===== src/axi_rd_pkg.sv =====
package axi_rd_pkg;

	// AXI read bus, INCR bursts of 8-byte beats
	localparam int beat_bytes = 8;   // bytes per beat
	localparam int page_beats = 512; // beats in one 4 KB page

	typedef logic [31:0] axi_addr_t; // byte address
	typedef logic [63:0] axi_data_t; // one beat
	typedef logic [7:0]  axi_len_t;  // burst length minus one

	// AR channel payload
	typedef struct packed
	{
		axi_addr_t addr; // always beat aligned
		axi_len_t  len;
	} ar_req_t;

	// R channel payload, rresp is not used
	typedef struct packed
	{
		axi_data_t data;
		logic      last; // last beat of the burst
	} r_beat_t;

endpackage

===== src/conv_rd_pkg.sv =====
package conv_rd_pkg;

	import axi_rd_pkg::*;

	typedef logic [2:0]            byte_idx_t;  // byte lane in a beat
	typedef logic [beat_bytes-1:0] byte_keep_t; // one bit per lane

	// read request from the convolution engine
	typedef struct packed
	{
		logic [31:0] btt;  // bytes to transfer
		axi_addr_t   addr; // base address, may be unaligned
	} rd_req_t;

	// per-burst info, one entry per burst in flight
	typedef struct packed
	{
		logic      last_burst; // final burst of the request
		byte_idx_t first_idx;  // lane of the first requested byte
		byte_idx_t last_idx;   // lane of the last requested byte
	} burst_info_t;

	typedef struct packed
	{
		axi_data_t  data;
		byte_keep_t keep;
		logic       last; // last beat of the packet
	} stream_beat_t;

	// lanes idx and above
	function automatic byte_keep_t keep_from(input byte_idx_t idx);
		byte_keep_t all;
		all = '1;
		return all << idx;
	endfunction

	// lanes 0 up to idx
	function automatic byte_keep_t keep_upto(input byte_idx_t idx);
		byte_keep_t all;
		all = '1;
		return all >> (~idx);
	endfunction

	// number of empty lanes below the first kept one
	function automatic byte_idx_t low_empty_lanes(input byte_keep_t keep);
		byte_idx_t n;
		n = '0;
		for (int i = beat_bytes - 1; i >= 0; i--)
			if (keep[i])
				n = byte_idx_t'(i);
		return n;
	endfunction

endpackage


===== src/axi_rchn_conv_in.sv =====
`timescale 1ns/100ps

module axi_rchn_conv_in
	import axi_rd_pkg::*;
	import conv_rd_pkg::*;
#(
	parameter int max_rd_btt      = 2048,
	parameter int max_burst_len   = 32,
	parameter int max_outstanding = 4
) (
	input  logic         clk,
	input  logic         rst_n,

	input  rd_req_t      rd_req_i,
	input  logic         rd_req_valid_i,
	output logic         rd_req_ready_o,

	output ar_req_t      m_axi_ar_o,
	output logic         m_axi_arvalid_o,
	input  logic         m_axi_arready_i,

	input  r_beat_t      m_axi_r_i,
	input  logic         m_axi_rvalid_i,
	output logic         m_axi_rready_o,

	output stream_beat_t ft_par_o,
	output logic         ft_par_valid_o,
	input  logic         ft_par_ready_i
);

	ar_req_t      spl_ar;
	logic         spl_ar_valid;
	logic         spl_ar_ready;
	logic         ar_allow;
	logic         burst_issued;
	burst_info_t  burst_info;
	stream_beat_t trk_beat;  // tagged R beat
	logic         trk_valid;
	logic         trk_ready;
	stream_beat_t rlg_beat;  // realigned beat
	logic         rlg_valid;
	logic         rlg_ready;

	burst_splitter #(
		.max_rd_btt    (max_rd_btt),
		.max_burst_len (max_burst_len)
	) burst_splitter_i (
		.clk            (clk),
		.rst_n          (rst_n),
		.req_i          (rd_req_i),
		.req_valid_i    (rd_req_valid_i),
		.req_ready_o    (rd_req_ready_o),
		.ar_o           (spl_ar),
		.ar_valid_o     (spl_ar_valid),
		.ar_ready_i     (spl_ar_ready),
		.ar_allow_i     (ar_allow),
		.burst_issued_o (burst_issued),
		.burst_info_o   (burst_info)
	);

	axis_reg_slice #(
		.payload_t (ar_req_t)
	) ar_slice_i (
		.clk       (clk),
		.rst_n     (rst_n),
		.s_data_i  (spl_ar),
		.s_valid_i (spl_ar_valid),
		.s_ready_o (spl_ar_ready),
		.m_data_o  (m_axi_ar_o),
		.m_valid_o (m_axi_arvalid_o),
		.m_ready_i (m_axi_arready_i)
	);

	burst_tracker #(
		.max_outstanding (max_outstanding)
	) burst_tracker_i (
		.clk            (clk),
		.rst_n          (rst_n),
		.burst_issued_i (burst_issued),
		.burst_info_i   (burst_info),
		.ar_allow_o     (ar_allow),
		.r_i            (m_axi_r_i),
		.r_valid_i      (m_axi_rvalid_i),
		.r_ready_o      (m_axi_rready_o),
		.beat_o         (trk_beat),
		.beat_valid_o   (trk_valid),
		.beat_ready_i   (trk_ready)
	);

	byte_realigner byte_realigner_i (
		.clk          (clk),
		.rst_n        (rst_n),
		.beat_i       (trk_beat),
		.beat_valid_i (trk_valid),
		.beat_ready_o (trk_ready),
		.beat_o       (rlg_beat),
		.beat_valid_o (rlg_valid),
		.beat_ready_i (rlg_ready)
	);

	axis_reg_slice #(
		.payload_t (stream_beat_t)
	) out_slice_i (
		.clk       (clk),
		.rst_n     (rst_n),
		.s_data_i  (rlg_beat),
		.s_valid_i (rlg_valid),
		.s_ready_o (rlg_ready),
		.m_data_o  (ft_par_o),
		.m_valid_o (ft_par_valid_o),
		.m_ready_i (ft_par_ready_i)
	);

endmodule


===== src/byte_realigner.sv =====
`timescale 1ns/100ps

module byte_realigner
	import axi_rd_pkg::*;
	import conv_rd_pkg::*;
(
	input  logic         clk,
	input  logic         rst_n,

	input  stream_beat_t beat_i,
	input  logic         beat_valid_i,
	output logic         beat_ready_o,

	output stream_beat_t beat_o,
	output logic         beat_valid_o,
	input  logic         beat_ready_i
);

	logic       first_q;      // next input beat opens a packet
	logic       flush_q;      // leftover bytes still held in buf
	byte_idx_t  shift_q;      // empty low lanes of the first beat
	byte_keep_t first_keep_q;
	byte_keep_t flush_mask_q; // lanes that come from buf alone
	axi_data_t  buf_data_q;   // previous input beat
	byte_keep_t buf_keep_q;

	byte_idx_t  shift_nxt;
	logic       in_fire;
	logic       one_beat;
	logic       tail_left;
	logic [5:0] lo_sh;
	logic [6:0] hi_sh;
	logic [3:0] keep_sh;
	axi_data_t  merged_data;
	byte_keep_t merged_keep;

	assign shift_nxt = low_empty_lanes(beat_i.keep);
	assign in_fire   = beat_valid_i & beat_ready_o;
	assign one_beat  = first_q & beat_i.last & ~flush_q;
	// last beat still has bytes above the shift point
	assign tail_left = |(beat_i.keep & first_keep_q);

	assign lo_sh   = {shift_q, 3'b000};
	assign hi_sh   = 7'(beat_bytes * 8) - {1'b0, lo_sh};
	assign keep_sh = 4'(beat_bytes) - {1'b0, shift_q};

	// upper bytes of buf into the low lanes, low bytes of the new beat above them
	assign merged_data = (buf_data_q >> lo_sh) | (beat_i.data << hi_sh);
	assign merged_keep = (buf_keep_q >> shift_q) | (beat_i.keep << keep_sh);

	assign beat_ready_o = ~flush_q & beat_ready_i;
	// a packet's first beat only fills buf
	assign beat_valid_o = flush_q | (beat_valid_i & ~(first_q & ~beat_i.last));

	always_comb
	begin
		if (one_beat)
		begin
			beat_o.data = beat_i.data >> {shift_nxt, 3'b000};
			beat_o.keep = beat_i.keep >> shift_nxt;
		end
		else if (flush_q)
		begin
			beat_o.data = merged_data;
			beat_o.keep = merged_keep & flush_mask_q; // input beat belongs to the next packet
		end
		else
		begin
			beat_o.data = merged_data;
			beat_o.keep = merged_keep;
		end
		beat_o.last = flush_q | (beat_i.last & (first_q | ~tail_left));
	end

	always_ff @(posedge clk or negedge rst_n)
	begin
		if (!rst_n)
		begin
			first_q <= 1'b1;
			flush_q <= 1'b0;
		end
		else
		begin
			if (in_fire)
				first_q <= beat_i.last;
			if (flush_q)
				flush_q <= ~beat_ready_i;
			else
				flush_q <= in_fire & ~first_q & beat_i.last & tail_left;
		end
	end

	always_ff @(posedge clk)
	begin
		if (in_fire & first_q)
		begin
			shift_q      <= shift_nxt;
			first_keep_q <= beat_i.keep;
			flush_mask_q <= keep_upto(~shift_nxt);
		end
		if (in_fire)
		begin
			buf_data_q <= beat_i.data;
			buf_keep_q <= beat_i.keep;
		end
	end

endmodule


===== src/burst_tracker.sv =====
`timescale 1ns/100ps

module burst_tracker
	import axi_rd_pkg::*;
	import conv_rd_pkg::*;
#(
	parameter int max_outstanding = 4
) (
	input  logic         clk,
	input  logic         rst_n,

	input  logic         burst_issued_i,
	input  burst_info_t  burst_info_i,
	output logic         ar_allow_o,

	input  r_beat_t      r_i,
	input  logic         r_valid_i,
	output logic         r_ready_o,

	output stream_beat_t beat_o,
	output logic         beat_valid_o,
	input  logic         beat_ready_i
);

	localparam int cnt_w = $clog2(max_outstanding + 1);

	logic [cnt_w-1:0]           count_q; // bursts in flight
	logic                       full_q;
	logic [max_outstanding-1:0] wptr_q;  // one-hot
	logic [max_outstanding-1:0] rptr_q;  // one-hot
	burst_info_t                info_q [max_outstanding];
	burst_info_t                head;
	logic                       first_q; // next beat opens a packet
	logic                       burst_done;
	logic                       pkt_last;

	assign burst_done = r_valid_i & r_ready_o & r_i.last;
	assign ar_allow_o = ~full_q;

	always_comb
	begin
		head = info_q[0];
		for (int i = 0; i < max_outstanding; i++)
			if (rptr_q[i])
				head = info_q[i];
	end

	assign pkt_last = r_i.last & head.last_burst;

	assign r_ready_o    = beat_ready_i;
	assign beat_valid_o = r_valid_i;
	assign beat_o.data  = r_i.data;
	assign beat_o.last  = pkt_last;
	// first beat drops the leading lanes, last beat the trailing ones
	assign beat_o.keep  = (first_q ? keep_from(head.first_idx) : '1) &
		(pkt_last ? keep_upto(head.last_idx) : '1);

	always_ff @(posedge clk or negedge rst_n)
	begin
		if (!rst_n)
		begin
			count_q <= '0;
			full_q  <= 1'b0;
			wptr_q  <= max_outstanding'(1);
			rptr_q  <= max_outstanding'(1);
			first_q <= 1'b1;
		end
		else
		begin
			if (burst_issued_i ^ burst_done)
			begin
				count_q <= burst_issued_i ? count_q + 1'b1 : count_q - 1'b1;
				full_q  <= burst_issued_i & (count_q == cnt_w'(max_outstanding - 1));
			end
			if (burst_issued_i)
				wptr_q <= (wptr_q << 1) | (wptr_q >> (max_outstanding - 1));
			if (burst_done)
				rptr_q <= (rptr_q << 1) | (rptr_q >> (max_outstanding - 1));
			if (r_valid_i & r_ready_o)
				first_q <= pkt_last;
		end
	end

	always_ff @(posedge clk)
	begin
		for (int i = 0; i < max_outstanding; i++)
			if (burst_issued_i & wptr_q[i])
				info_q[i] <= burst_info_i;
	end

endmodule


===== src/burst_splitter.sv =====
`timescale 1ns/100ps

module burst_splitter
	import axi_rd_pkg::*;
	import conv_rd_pkg::*;
#(
	parameter int max_rd_btt    = 2048,
	parameter int max_burst_len = 32
) (
	input  logic        clk,
	input  logic        rst_n,

	input  rd_req_t     req_i,
	input  logic        req_valid_i,
	output logic        req_ready_o,

	output ar_req_t     ar_o,
	output logic        ar_valid_o,
	input  logic        ar_ready_i,
	input  logic        ar_allow_i,

	output logic        burst_issued_o,
	output burst_info_t burst_info_o
);

	localparam int btt_w  = $clog2(max_rd_btt + 1);
	localparam int end_w  = $clog2(max_rd_btt + beat_bytes); // offset + byte count
	localparam int beat_w = end_w - 2;
	localparam int len_w  = $clog2(page_beats) + 1;          // holds 1..page_beats
	localparam int cmp_w  = (beat_w > len_w) ? beat_w : len_w;

	logic              req_ready_q;
	logic [btt_w-1:0]  btt;
	logic [end_w-1:0]  end_off;
	axi_addr_t         addr_q;    // beat-aligned address of the next burst
	logic [beat_w-1:0] rem_beats; // beats still to request
	logic [len_w-1:0]  page_left; // beats up to the next 4 KB page
	byte_idx_t         first_idx_q;
	byte_idx_t         last_idx_q;
	logic [len_w-1:0]  lim_beats;
	logic [len_w-1:0]  burst_beats;
	logic              last_burst;
	logic              req_fire;
	logic              ar_fire;

	assign btt     = req_i.btt[btt_w-1:0];
	assign end_off = end_w'(btt) + end_w'(req_i.addr[2:0]);

	assign req_fire = req_valid_i & req_ready_q;
	assign ar_fire  = ar_valid_o & ar_ready_i;

	// min(page room, max burst length)
	assign lim_beats = (page_left < len_w'(max_burst_len)) ? page_left : len_w'(max_burst_len);

	// rest of the request fits in this burst
	assign last_burst  = cmp_w'(rem_beats) <= cmp_w'(lim_beats);
	assign burst_beats = last_burst ? len_w'(rem_beats) : lim_beats;

	assign req_ready_o = req_ready_q;
	assign ar_valid_o  = ~req_ready_q & ar_allow_i;
	assign ar_o.addr   = addr_q;
	assign ar_o.len    = axi_len_t'(burst_beats - len_w'(1));

	assign burst_issued_o          = ar_fire;
	assign burst_info_o.last_burst = last_burst;
	assign burst_info_o.first_idx  = first_idx_q;
	assign burst_info_o.last_idx   = last_idx_q;

	always_ff @(posedge clk or negedge rst_n)
	begin
		if (!rst_n)
			req_ready_q <= 1'b1;
		else if (req_fire)
			req_ready_q <= 1'b0;
		else if (ar_fire & last_burst)
			req_ready_q <= 1'b1;
	end

	always_ff @(posedge clk)
	begin
		if (req_fire)
		begin
			addr_q      <= {req_i.addr[31:3], 3'b000};
			rem_beats   <= beat_w'(end_off[end_w-1:3]) + beat_w'(end_off[2:0] != 3'd0);
			page_left   <= len_w'(page_beats) - len_w'(req_i.addr[11:3]); // 4 KB page
			first_idx_q <= req_i.addr[2:0];
			last_idx_q  <= end_off[2:0] - 3'd1;
		end
		else if (ar_fire)
		begin
			addr_q    <= addr_q + (axi_addr_t'(burst_beats) << 3);
			rem_beats <= rem_beats - beat_w'(burst_beats);
			// crossing into a new page refills the room
			if (page_left == burst_beats)
				page_left <= len_w'(page_beats);
			else
				page_left <= page_left - burst_beats;
		end
	end

endmodule


===== src/axis_reg_slice.sv =====
`timescale 1ns/100ps

module axis_reg_slice #(
	parameter type payload_t = logic [7:0]
) (
	input  logic     clk,
	input  logic     rst_n,

	input  payload_t s_data_i,
	input  logic     s_valid_i,
	output logic     s_ready_o,

	output payload_t m_data_o,
	output logic     m_valid_o,
	input  logic     m_ready_i
);

	payload_t main_q; // entry seen by the sink
	payload_t skid_q; // catches a beat while the sink stalls
	logic     main_valid_q;
	logic     skid_valid_q;
	logic     main_load;

	assign main_load = m_ready_i | ~main_valid_q; // output stage free this cycle
	assign s_ready_o = ~skid_valid_q;              // ready straight from a flop
	assign m_valid_o = main_valid_q;
	assign m_data_o  = main_q;

	always_ff @(posedge clk or negedge rst_n)
	begin
		if (!rst_n)
		begin
			main_valid_q <= 1'b0;
			skid_valid_q <= 1'b0;
		end
		else if (main_load)
		begin
			// skid drains first, input waits while skid is full
			main_valid_q <= skid_valid_q | s_valid_i;
			skid_valid_q <= 1'b0;
		end
		else if (s_valid_i & s_ready_o)
			skid_valid_q <= 1'b1;
	end

	always_ff @(posedge clk)
	begin
		if (main_load & (skid_valid_q | s_valid_i))
			main_q <= skid_valid_q ? skid_q : s_data_i;
		if (~main_load & s_valid_i & s_ready_o)
			skid_q <= s_data_i;
	end

endmodule


===== config.mk =====
export PLATFORM = sky130hd
export DESIGN_NAME = axi_rchn_conv_in
export DESIGN_NICKNAME = d
export VERILOG_FILES = /design/src/axi_rd_pkg.sv /design/src/conv_rd_pkg.sv /design/src/axi_rchn_conv_in.sv /design/src/byte_realigner.sv /design/src/burst_tracker.sv /design/src/burst_splitter.sv /design/src/axis_reg_slice.sv
export SDC_FILE = /design/constraint.sdc
export NUM_CORES = 1
export LEC_CHECK = 0
export BUFFER_PORTS_ARGS = -buffer_cell sky130_fd_sc_hd__clkbuf_2
export CORE_ASPECT_RATIO = 1.4
export CORE_MARGIN = 8
export CORE_UTILIZATION = 50
export CTS_CLUSTER_SIZE = 24
export DETAILED_ROUTE_END_ITERATION = 16
export PLACE_DENSITY = 0.72
export SYNTH_ARGS = -nofsm -noshare
export SYNTH_HDL_FRONTEND = slang
export SYNTH_SLANG_ARGS = --single-unit

===== constraint.sdc =====
create_clock -name clk -period 7.47 [get_ports clk]
set_input_delay 0.747 -clock clk [delete_from_list [all_inputs] [get_ports clk]]
set_output_delay 0.747 -clock clk [all_outputs]
set_load 0.03 [all_outputs]

; After elaboration in Yosys (flattened, before gate mapping)
; Memory sizes are Yosys's and may differ from the RTL's.
; Cells that the tools add are included.
[op_classes]
add_sub_neg = 12
n_lt_le_gt_ge = 2
eq_ne = 2
shift = 9
mux = 42
n_bitwise = 60
n_reduce_logical = 6
[op_table]
columns = operator, n
row1 = $shr 64x6->64, 2
row2 = $mux 73, 1
row3 = $mux 72, 1
row4 = $mux 10, 7
row5 = $mux 32, 2
row6 = $or 64x64->64, 1
row7 = $shl 64x7->64, 1
row8 = $mux 40, 1
row9 = $add 32x13->32, 1
row10 = $and 1x1->1, 29
row11 = $mux 3, 9
row12 = $and 8x8->8, 3
row13 = $mux 8, 3
row14 = $mux 7, 3
row15 = $sub 10x10->10, 2
row16 = $shr 8x3->8, 2
row17 = $shr 8x3->8 const A, 2
row18 = $mux 1, 15
row19 = $not 1->1, 13
row20 = $add 12x3->12, 1
row21 = $add 9x1->10, 1
row22 = $eq 10x10->1, 1
row23 = $le 10x10->1, 1
row24 = $lt 10x6->1 const B, 1
row25 = other kinds (17), 30
[word_totals]
regBits = 394
ramBits = 28
in_bits = 135
output_inout_bits = 117
wordCells = 166
mem_count = 1
[mem_list]
columns = name, depth, word_bits, rd, rd_ports_with_merged_regs, write_ports, line_no
row1 = burst_tracker_i.info_q, 4, 7, 4, 0, 4, burst_tracker.sv:31  ; burst_info_t info_q [max_outstanding];

; Depth between registers and ports, before layout
; Gate-level depths: netlist (run 1).
; An unclocked memory read counts as a cell.
[logic_depth]
depth_word = 19
ltp_mapped = 26
mapped_depth_nobuf = 24

; Modules after synthesis
; From an unflattened synthesis (run 1), not the netlist that was laid out.
[hier_totals]
hier_cells = 2162
hier_area_um2 = 25205.4
[modules_own_cells]
columns = module, instances, cells_per_inst, area_per_inst_um2, seq_area_each_um2
row1 = byte_realigner, 1, 1026, 9211.3, 2753.9
row2 = axis_reg_slice at out_slice_i, 1, 237, 5466.5, 4434.3
row3 = burst_splitter, 1, 575, 5102.4, 1677.9
row4 = axis_reg_slice at ar_slice_i, 1, 134, 3156.8, 2452.4
row5 = burst_tracker, 1, 190, 2268.4, 1169.9

; Worst setup path after synthesis (run 1)
; OpenSTA, ideal clock, no wires.
[synth_timing]
path_kind = input-to-reg
from = input port m_axi_r_i[0] (netlist bit)
to = register out_slice_i.skid_q[0] (netlist bit), enable pin
setup_time_ns = 0.594
arrival_ns = 6.317
required_ns = 6.876
slack_ns = 0.559
cell_stages = 5
n_path_buf = 0
path_cell_list = nand3_1 and2_1 a21boi_0 nor2_1 nor3_1
[synth_via]
elab_chain_cells = 8
[synth_rtl]
columns = element, line_no
row1 = start: declaration, axi_rchn_conv_in.sv:22  ; input r_beat_t m_axi_r_i,
row2 = $and 1x1->1, burst_tracker.sv:48  ; assign pkt_last = r_i.last & head.last_burst;
row3 = $not 1->1, byte_realigner.sv:53  ; assign beat_valid_o = flush_q | (beat_valid_i & ~(first_q & ~beat_i.last));
row4 = $and 1x1->1, byte_realigner.sv:53
row5 = $not 1->1, byte_realigner.sv:53
row6 = $and 1x1->1, byte_realigner.sv:53
row7 = $or 1x1->1, byte_realigner.sv:53
row8 = $and 1x1->1 (2 in a row), axis_reg_slice.sv:50  ; if (~main_load & s_valid_i & s_ready_o)
row9 = end signal: assignment, axis_reg_slice.sv:51  ; skid_q <= s_data_i;
row10 = end: declaration, axis_reg_slice.sv:19  ; payload_t skid_q;
; No other way between the ends.
; A chain may end at the register's enable or synchronous reset.

; Worst setup path after layout (run 1)
[layout_timing]
from = register burst_splitter_i.page_left[9]
to = register burst_splitter_i.addr_q[23], data pin
[layout_via]
elab_chain_cells = 7
[layout_rtl]
columns = element, line_no
row1 = start: declaration, burst_splitter.sv:37  ; logic [len_w-1:0] page_left;
row2 = start signal: assignment, burst_splitter.sv:85  ; page_left <= len_w'(page_beats) - len_w'(req_i.addr[11:3]);
row3 = start signal: assignment, burst_splitter.sv:95  ; page_left <= len_w'(page_beats);
row4 = start signal: assignment, burst_splitter.sv:97  ; page_left <= page_left - burst_beats;
row5 = $lt 10x6->1, burst_splitter.sv:53  ; assign lim_beats = (page_left < len_w'(max_burst_len)) ? page_left : len_w'(max_burst_len);
row6 = $mux 10 *, burst_splitter.sv:53
row7 = $le 10x10->1, burst_splitter.sv:56  ; assign last_burst = cmp_w'(rem_beats) <= cmp_w'(lim_beats);
row8 = $mux 10 *, burst_splitter.sv:57  ; assign burst_beats = last_burst ? len_w'(rem_beats) : lim_beats;
row9 = $add 32x13->32 *, burst_splitter.sv:91  ; addr_q <= addr_q + (axi_addr_t'(burst_beats) << 3);
row10 = $mux 32 *, burst_splitter.sv:89  ; else if (ar_fire)
row11 = $mux 32 *, burst_splitter.sv:81  ; if (req_fire)
row12 = end signal: assignment, burst_splitter.sv:83  ; addr_q <= {req_i.addr[31:3], 3'b000};
row13 = end signal: assignment, burst_splitter.sv:91
row14 = end: declaration, burst_splitter.sv:35  ; axi_addr_t addr_q;
; Every way passes the cells marked *; elsewhere a longest branch is shown, timed or not. The select of a mux whose other input is x is not followed.

==> impl_metrics.yaml, run 1 <==
yosys:
  ys_ff_latch: 412
  synth.cell_area_um2: 24500
  synth_sequential_area_ratio: 0.500
  yosys_warnings: 0
  ys.flop_type: "edfxtp_1"
  synth_edf_count: 393
  ys_async_sr_fraction: 0.0461
  synth.avg_cell_area_um2: 11.2
  syn_inst: 2192
  synth.distinct_cells: 91
timing:
  clock.fmax_mhz: 148
  fin_crit_sh: 0.906
  tns_ns: 0
  rsz0062_at_grt: "false"
  drv_slew: 0
  min_period_ns: 6.77
  relSlewSlack: 0.174
  worstMarginPinSlew_ns: 1.23
  hold_violations: 0
  setup_ws_ns: 0.702
  finalSetupViolations: 0
  finalClockSkew_ns: 0.0278
power:
  leakage_nw: 10.7
  peakVddDrop_mv: 0.546
  cellPowerDensity_nw_per_um2: 499
  power.total_mw: 13.8
setup_path:
  critical_path_arrival_ns: 7.05
  critPathCaptureType: "flip-flop"
  critPathKind: "flip-flop to flip-flop"
  reg2reg_setup_slack_ns: 0.70
  worstPathMaxFanout: 12
  crit_path_start_kind: "flip-flop"
  setup.worst_path.start: "burst_splitter_i.page_left[9]$_DFFE_PP_"
  required_ns: 7.75
  cp_slowest_cell: "or4_1"
  cpMostUsedCell: "o21ai_0"
  reg2reg_depth: 25
  r2r_end: "burst_splitter_i.addr_q[23]$_DFFE_PP_"
  r2r_start: "burst_splitter_i.page_left[9]$_DFFE_PP_"
  critPathMaxStageDelay_ns: 0.59
floorplan:
  ios: 252
  row_count: 96
  dieWidth_um: 203
  start_util: 0.503
  die_area_um2: 56500
  die_y_um: 278
  core-area_um2: 48800
grt:
  grt_use_total: 0.278
  grt_pass1_vias: 20005
  grt_remaining_overflow: 0
  antenna_found_initial: 0
  grt_pass1_wl_um: 121000
  grt_start_max_net_pins: 75
cts:
  clk_pin_slew_ns: 0.06
  cts_setup_buffers: 0
  cts-root-buf: "clkbuf_16"
  clk_latency_ns: 0.57
  cts_resized: 0
  cts_tree: "done"
  clock_sinks: 412
  cts_hold_buf: 0
  cts-htree-levels: 2
  cts_made_buffers: 42
  cts_buffer_depth: 3
place:
  dp.cells: 2964
  hpwl_um: 57400
  port_buffers: 228
  pre_cts_ws_ns: 0.681
  place_area_um2: 26300
  globalplace.congestion: 0.951
route:
  drc: 0
  ant_nets: 0
  dr.pass1.iters: 7
  vias_per_cell: 6.52
  vias: 19820
  wire_per_inst_um: 26.6
  drtIter0Drc: 2156
  wirelength_um: 81000
layout:
  design_area_um2: 27700
  layoutNonFillerInstCount: 3040
  mostFrequentLayoutCell: "edfxtp_1"
  seq_area_um2: 12300
  fillCellCount: 4133
  syn_to_final_growth_pct: 12.9
  drive_gt1_frac: 0.223
  n_antenna_cell: 0
  layout_common_cells: "edfxtp_1 (393), clkbuf_2 (228), nand2_1 (224)"
  final_nets: 2557
  multiInputGateArea_um2: 11500
hold_path:
  hp-class: "primary input to async pin"
status:
  status: "finished clean"
job:
  maxCapViolCount: 0
==> per-layer routing <==
| metal | up-vias | wire length (um) | track usage | part of all wire |
|---|---|---|---|---|
| met3 | 378 | 5610 | 0.0464 | 0.069 |
| met2 | 1089 | 39700 | 0.470 | 0.49 |
| li1 | 8757 | - | - | - |
| met4 | 0 | 7750 | 0.226 | 0.096 |
| met5 | - | 0 | 0 | 0 |
| met1 | 9596 | 28000 | 0.306 | 0.35 |
==> area by class of cell <==
cell class / instances / share of cell area
repair buffers: 265 / 0.0512
clock inverters: 22 / 0.0102
multi-input cells: 1579 / 0.416
well taps: 637 / 0.0288
clock buffers: 54 / 0.0410
flip-flops and latches: 412 / 0.443
inverters: 71 / 0.00962
==> synth_stat cells (6+ instances only) <==
library cell	instances	area [um^2]
a2bb2oi_1	11	96.3
and2_1	10	62.6
and3_1	14	87.6
nor3_1	29	145
nand4_1	10	62.6
a22oi_1	7	52.6
xnor2_1	42	368
clkbuf_1	94	353
xor2_1	26	228
mux4_2	36	811
dfrtp_1	15	375
a31oi_1	15	93.8
nand2_1	225	845
nor2_1	155	582
mux2_2	118	1330
o311ai_0	11	96.3
o21a_1	6	45.0
a32o_1	7	70.1
ha_1	48	601
o221ai_1	19	166
buf_4	12	90.1
edfxtp_1	393	11800
o31ai_1	19	143
o211a_1	9	90.1
nand2b_1	17	106
buf_2	13	65.1
or3_1	8	50.1
o2bb2ai_1	26	228
o22ai_1	47	294
a211o_1	8	70.1
buf_1	15	56.3
o21ai_0	130	651
a21oi_1	137	686
o211ai_1	10	75.1
mux2i_1	158	1580
inv_1	63	236
nand3_1	44	220
a21o_1	19	143
a22o_1	11	96.3
a211oi_1	43	323
==> flip-flops by register name, summed over array words and instances (netlist names), 8 cells and up <==
signal / count
burst_splitter_i.addr_q: 29
out_slice_i.m_data_o: 73
byte_realigner_i.buf_keep_q: 8
burst_splitter_i.rem_beats: 10
out_slice_i.skid_q: 73
ar_slice_i.skid_q: 37
byte_realigner_i.buf_data_q: 64
burst_splitter_i.page_left: 10
byte_realigner_i.first_keep_q: 8
burst_tracker_i.info_q: 28
ar_slice_i.m_data_o: 37
==> critical path: cells and delay by family (launching register included) <==
kind	cells	cell delay, ns
xor gates and xnor gates	1	0.16
DFF	1	0.42
buffers and inverters	3	0.43
AOI/OAI and AO/OA	13	2.99
and+or+nand+nor	5	1.56
adders and majority gates	3	0.91
==> how the worst max path moves through the flow <==
| stage | endpoint |
|---|---|
| 2_1_floorplan | out_slice_i.skid_q[0]$_DFFE_PP_ |
| 3_3_place_gp | burst_splitter_i.addr_q[24]$_DFFE_PP_ |
| 3_5_place_dp | burst_splitter_i.addr_q[19]$_DFFE_PP_ |
| 4_1_cts | burst_splitter_i.addr_q[23]$_DFFE_PP_ |
| 5_1_grt | burst_splitter_i.addr_q[23]$_DFFE_PP_ |
| 6_report | burst_splitter_i.addr_q[23]$_DFFE_PP_ |
==> logic make-up after synthesis <==
kind of cell / after synthesis / share of synthesized area
AOI/OAI and AO/OA: 595 / 0.163
and+or+nand+nor: 541 / 0.0967
DFF: 412 / 0.500
muxes: 317 / 0.154
buffers and inverters: 206 / 0.0343
xor gates and xnor gates: 68 / 0.0243
adders and majority gates: 51 / 0.0269
other: 2 / 0.000306
==> metrics by stage <==
step / hold slack [ns] / util
finish: 0.146 / 0.568
floorplan: 0.441 / -
global placement: 0.450 / 0.539
global route: 0.168 / 0.568
detailed placement: 0.461 / 0.539
CTS: 0.150 / 0.568
==> power breakdown <==
group	internal (mW)	switching [mW]
logic	2.50	4.72
registers	3.91	0.520
clock network	1.26	0.920
No activity file was read; power rests on OpenSTA's default activity.
==> run 2, diff against run 1 <==
- clock period: 7.47 -> 7.65 ns (I/O delays scaled with it)
==> run 2 against run 1 <==
  * Final area is essentially flat
  * Sequential share of layout area is essentially flat
  * Register-to-register slack gained 0.52 ns
  * Setup slack gained 0.52 ns
  * Critical endpoint is now burst_splitter_i.addr_q[19]$_DFFE_PP_
  * Hold slack is essentially flat
  * Wire length grew 1.0%
  * Utilization is essentially flat
==> impl_metrics.yaml, run 2 (same netlist as run 1, synthesis figures left out) <==
status:
  status: "finished clean"
timing:
  clock.fmax_mhz: 156
  setup_ws_ns: 1.23
  rsz0062_at_grt: "false"
  fin_crit_sh: 0.840
  drv_slew: 0
  whs_ns: 0.146
  relSlewSlack: 0.195
  hold_violations: 0
  finalSetupViolations: 0
  min_period_ns: 6.42
  worstMarginPinSlew_ns: 1.20
  tns_ns: 0
  finalClockSkew_ns: 0.0343
layout:
  layout_common_cells: "edfxtp_1 (393), clkbuf_2 (228), nand2_1 (224)"
  syn_to_final_growth_pct: 12.9
  design_area_um2: 27700
  seq_area_um2: 12300
  mostFrequentLayoutCell: "edfxtp_1"
  drive_gt1_frac: 0.223
  final_nets: 2556
  fillCellCount: 4253
  multiInputGateArea_um2: 11500
route:
  ant_nets: 0
  drc: 0
  vias_per_cell: 6.52
  vias: 19847
  dr.pass1.iters: 6
  drtIter0Drc: 2100
  wirelength_um: 81900
  wire_per_inst_um: 26.9
cts:
  cts-root-buf: "clkbuf_16"
  cts-htree-levels: 2
  clk_pin_slew_ns: 0.07
  cts_setup_buffers: 0
  clock_sinks: 412
  cts_buffer_depth: 3
  cts_resized: 0
  clk_latency_ns: 0.59
  cts_tree: "done"
  cts_hold_buf: 0
  cts_made_buffers: 42
setup_path:
  worstPathMaxFanout: 11
  reg2reg_depth: 25
  crit_path_start_kind: "flip-flop"
  required_ns: 7.92
  critPathKind: "flip-flop to flip-flop"
  reg2reg_setup_slack_ns: 1.23
  r2r_end: "burst_splitter_i.addr_q[19]$_DFFE_PP_"
  critPathCaptureType: "flip-flop"
  r2r_start: "burst_splitter_i.page_left[6]$_DFFE_PP_"
  critical_path_arrival_ns: 6.70
power:
  pwr-share-clk: 0.157
  p_sw_mw: 6.07
  swShare: 0.448
  power.total_mw: 13.5
  leakage_nw: 10.7
  seqPwrFrac: 0.320
  peakVddDrop_mv: 0.591
  pwr-share-comb: 0.523
  power.internal_mw: 7.47
  cellPowerDensity_nw_per_um2: 488
place:
  place_area_um2: 26300
  port_buffers: 228
  hpwl_um: 57900
  pre_cts_ws_ns: 1.25
  globalplace.congestion: 0.944
grt:
  grt_pass1_wl_um: 122000
  antenna_found_initial: 2
  grt_pass1_vias: 19988
  grt_start_max_net_pins: 140
  grt_use_total: 0.281
  grt_remaining_overflow: 0
floorplan:
  start_util: 0.503
  row_count: 96
  dieWidth_um: 203
  core-area_um2: 48800
  die_area_um2: 56500
  ios: 252
  die_y_um: 278
hold_path:
  hp-class: "primary input to async pin"
job:
  maxCapViolCount: 0
-- run 2: cell type report --
type / count / share of cell area
Antenna cell: 3 / 0.000271
Clock buffer: 47 / 0.0390
Clock inverter: 31 / 0.0120
Inverter: 71 / 0.00962
Multi-Input combinational cell: 1579 / 0.416
Sequential cell: 412 / 0.443
Tap cell: 637 / 0.0288
Timing Repair Buffer: 264 / 0.0514
-- run 2: worst max path at each step --
| stage | from | to | slack [ns] | depth (start not counted) |
|---|---|---|---|---|
| after floorplan | m_axi_r_i[0] | out_slice_i.skid_q[0]$_DFFE_PP_ | 0.72 | 5 |
| after global placement | burst_splitter_i.page_left[6]$_DFFE_PP_ | burst_splitter_i.addr_q[31]$_DFFE_PP_ | 1.41 | 25 |
| after detailed placement | burst_splitter_i.page_left[6]$_DFFE_PP_ | burst_splitter_i.addr_q[19]$_DFFE_PP_ | 1.25 | 25 |
| after CTS | burst_splitter_i.page_left[6]$_DFFE_PP_ | burst_splitter_i.addr_q[19]$_DFFE_PP_ | 1.21 | 25 |
| after global routing | burst_splitter_i.page_left[9]$_DFFE_PP_ | burst_splitter_i.addr_q[19]$_DFFE_PP_ | 0.62 | 25 |
| final | burst_splitter_i.page_left[6]$_DFFE_PP_ | burst_splitter_i.addr_q[19]$_DFFE_PP_ | 1.23 | 25 |
-- run 2: routing by layer --
layer | track usage | vias up | wire (um)
met5 | 0 | - | 12
met4 | 0.235 | 2 | 8120
met3 | 0.0506 | 355 | 5740
met2 | 0.474 | 1030 | 39900
met1 | 0.304 | 9697 | 28000
li1 | - | 8763 | -
-- run 2: power groups by stage --
stage	registers, mW	clock network [mW]	logic (mW)
6_report	4.33	2.13	7.08
5_1_grt	4.41	2.22	7.63
4_1_cts	4.33	2.16	6.98
3_5_place_dp	4.37	0	6.94
3_3_place_gp	4.33	0	6.80
2_1_floorplan	4.78	0	4.39
-- run 2: stage by stage --
step / cells / utilization
floorplan: 2197 / -
global placement: 2963 / 0.539
detailed placement: 2963 / 0.539
CTS: 3041 / 0.568
global route: 3041 / 0.568
finish: 3044 / 0.568
-- run 2: worst max-delay path: stages, from the launching register on --
cell and delay [ns]:
edfxtp_1 0.40, or4_1 0.61, nor2_1 0.43, nand2_1 0.33, ha_1 0.38, a21o_1 0.18
a221o_1 0.37, a21oi_1 0.15, buf_4 0.18, nor2_1 0.06, o21ai_0 0.29, buf_4 0.21
ha_1 0.17, inv_1 0.05, fa_1 0.40, nor2b_1 0.12, o21ai_0 0.10, a21boi_0 0.29
o21ai_0 0.16, a21boi_0 0.27, o21a_1 0.16, o21ai_0 0.07, buf_4 0.19, a211oi_1 0.29
xnor2_1 0.16, o21ai_0 0.09
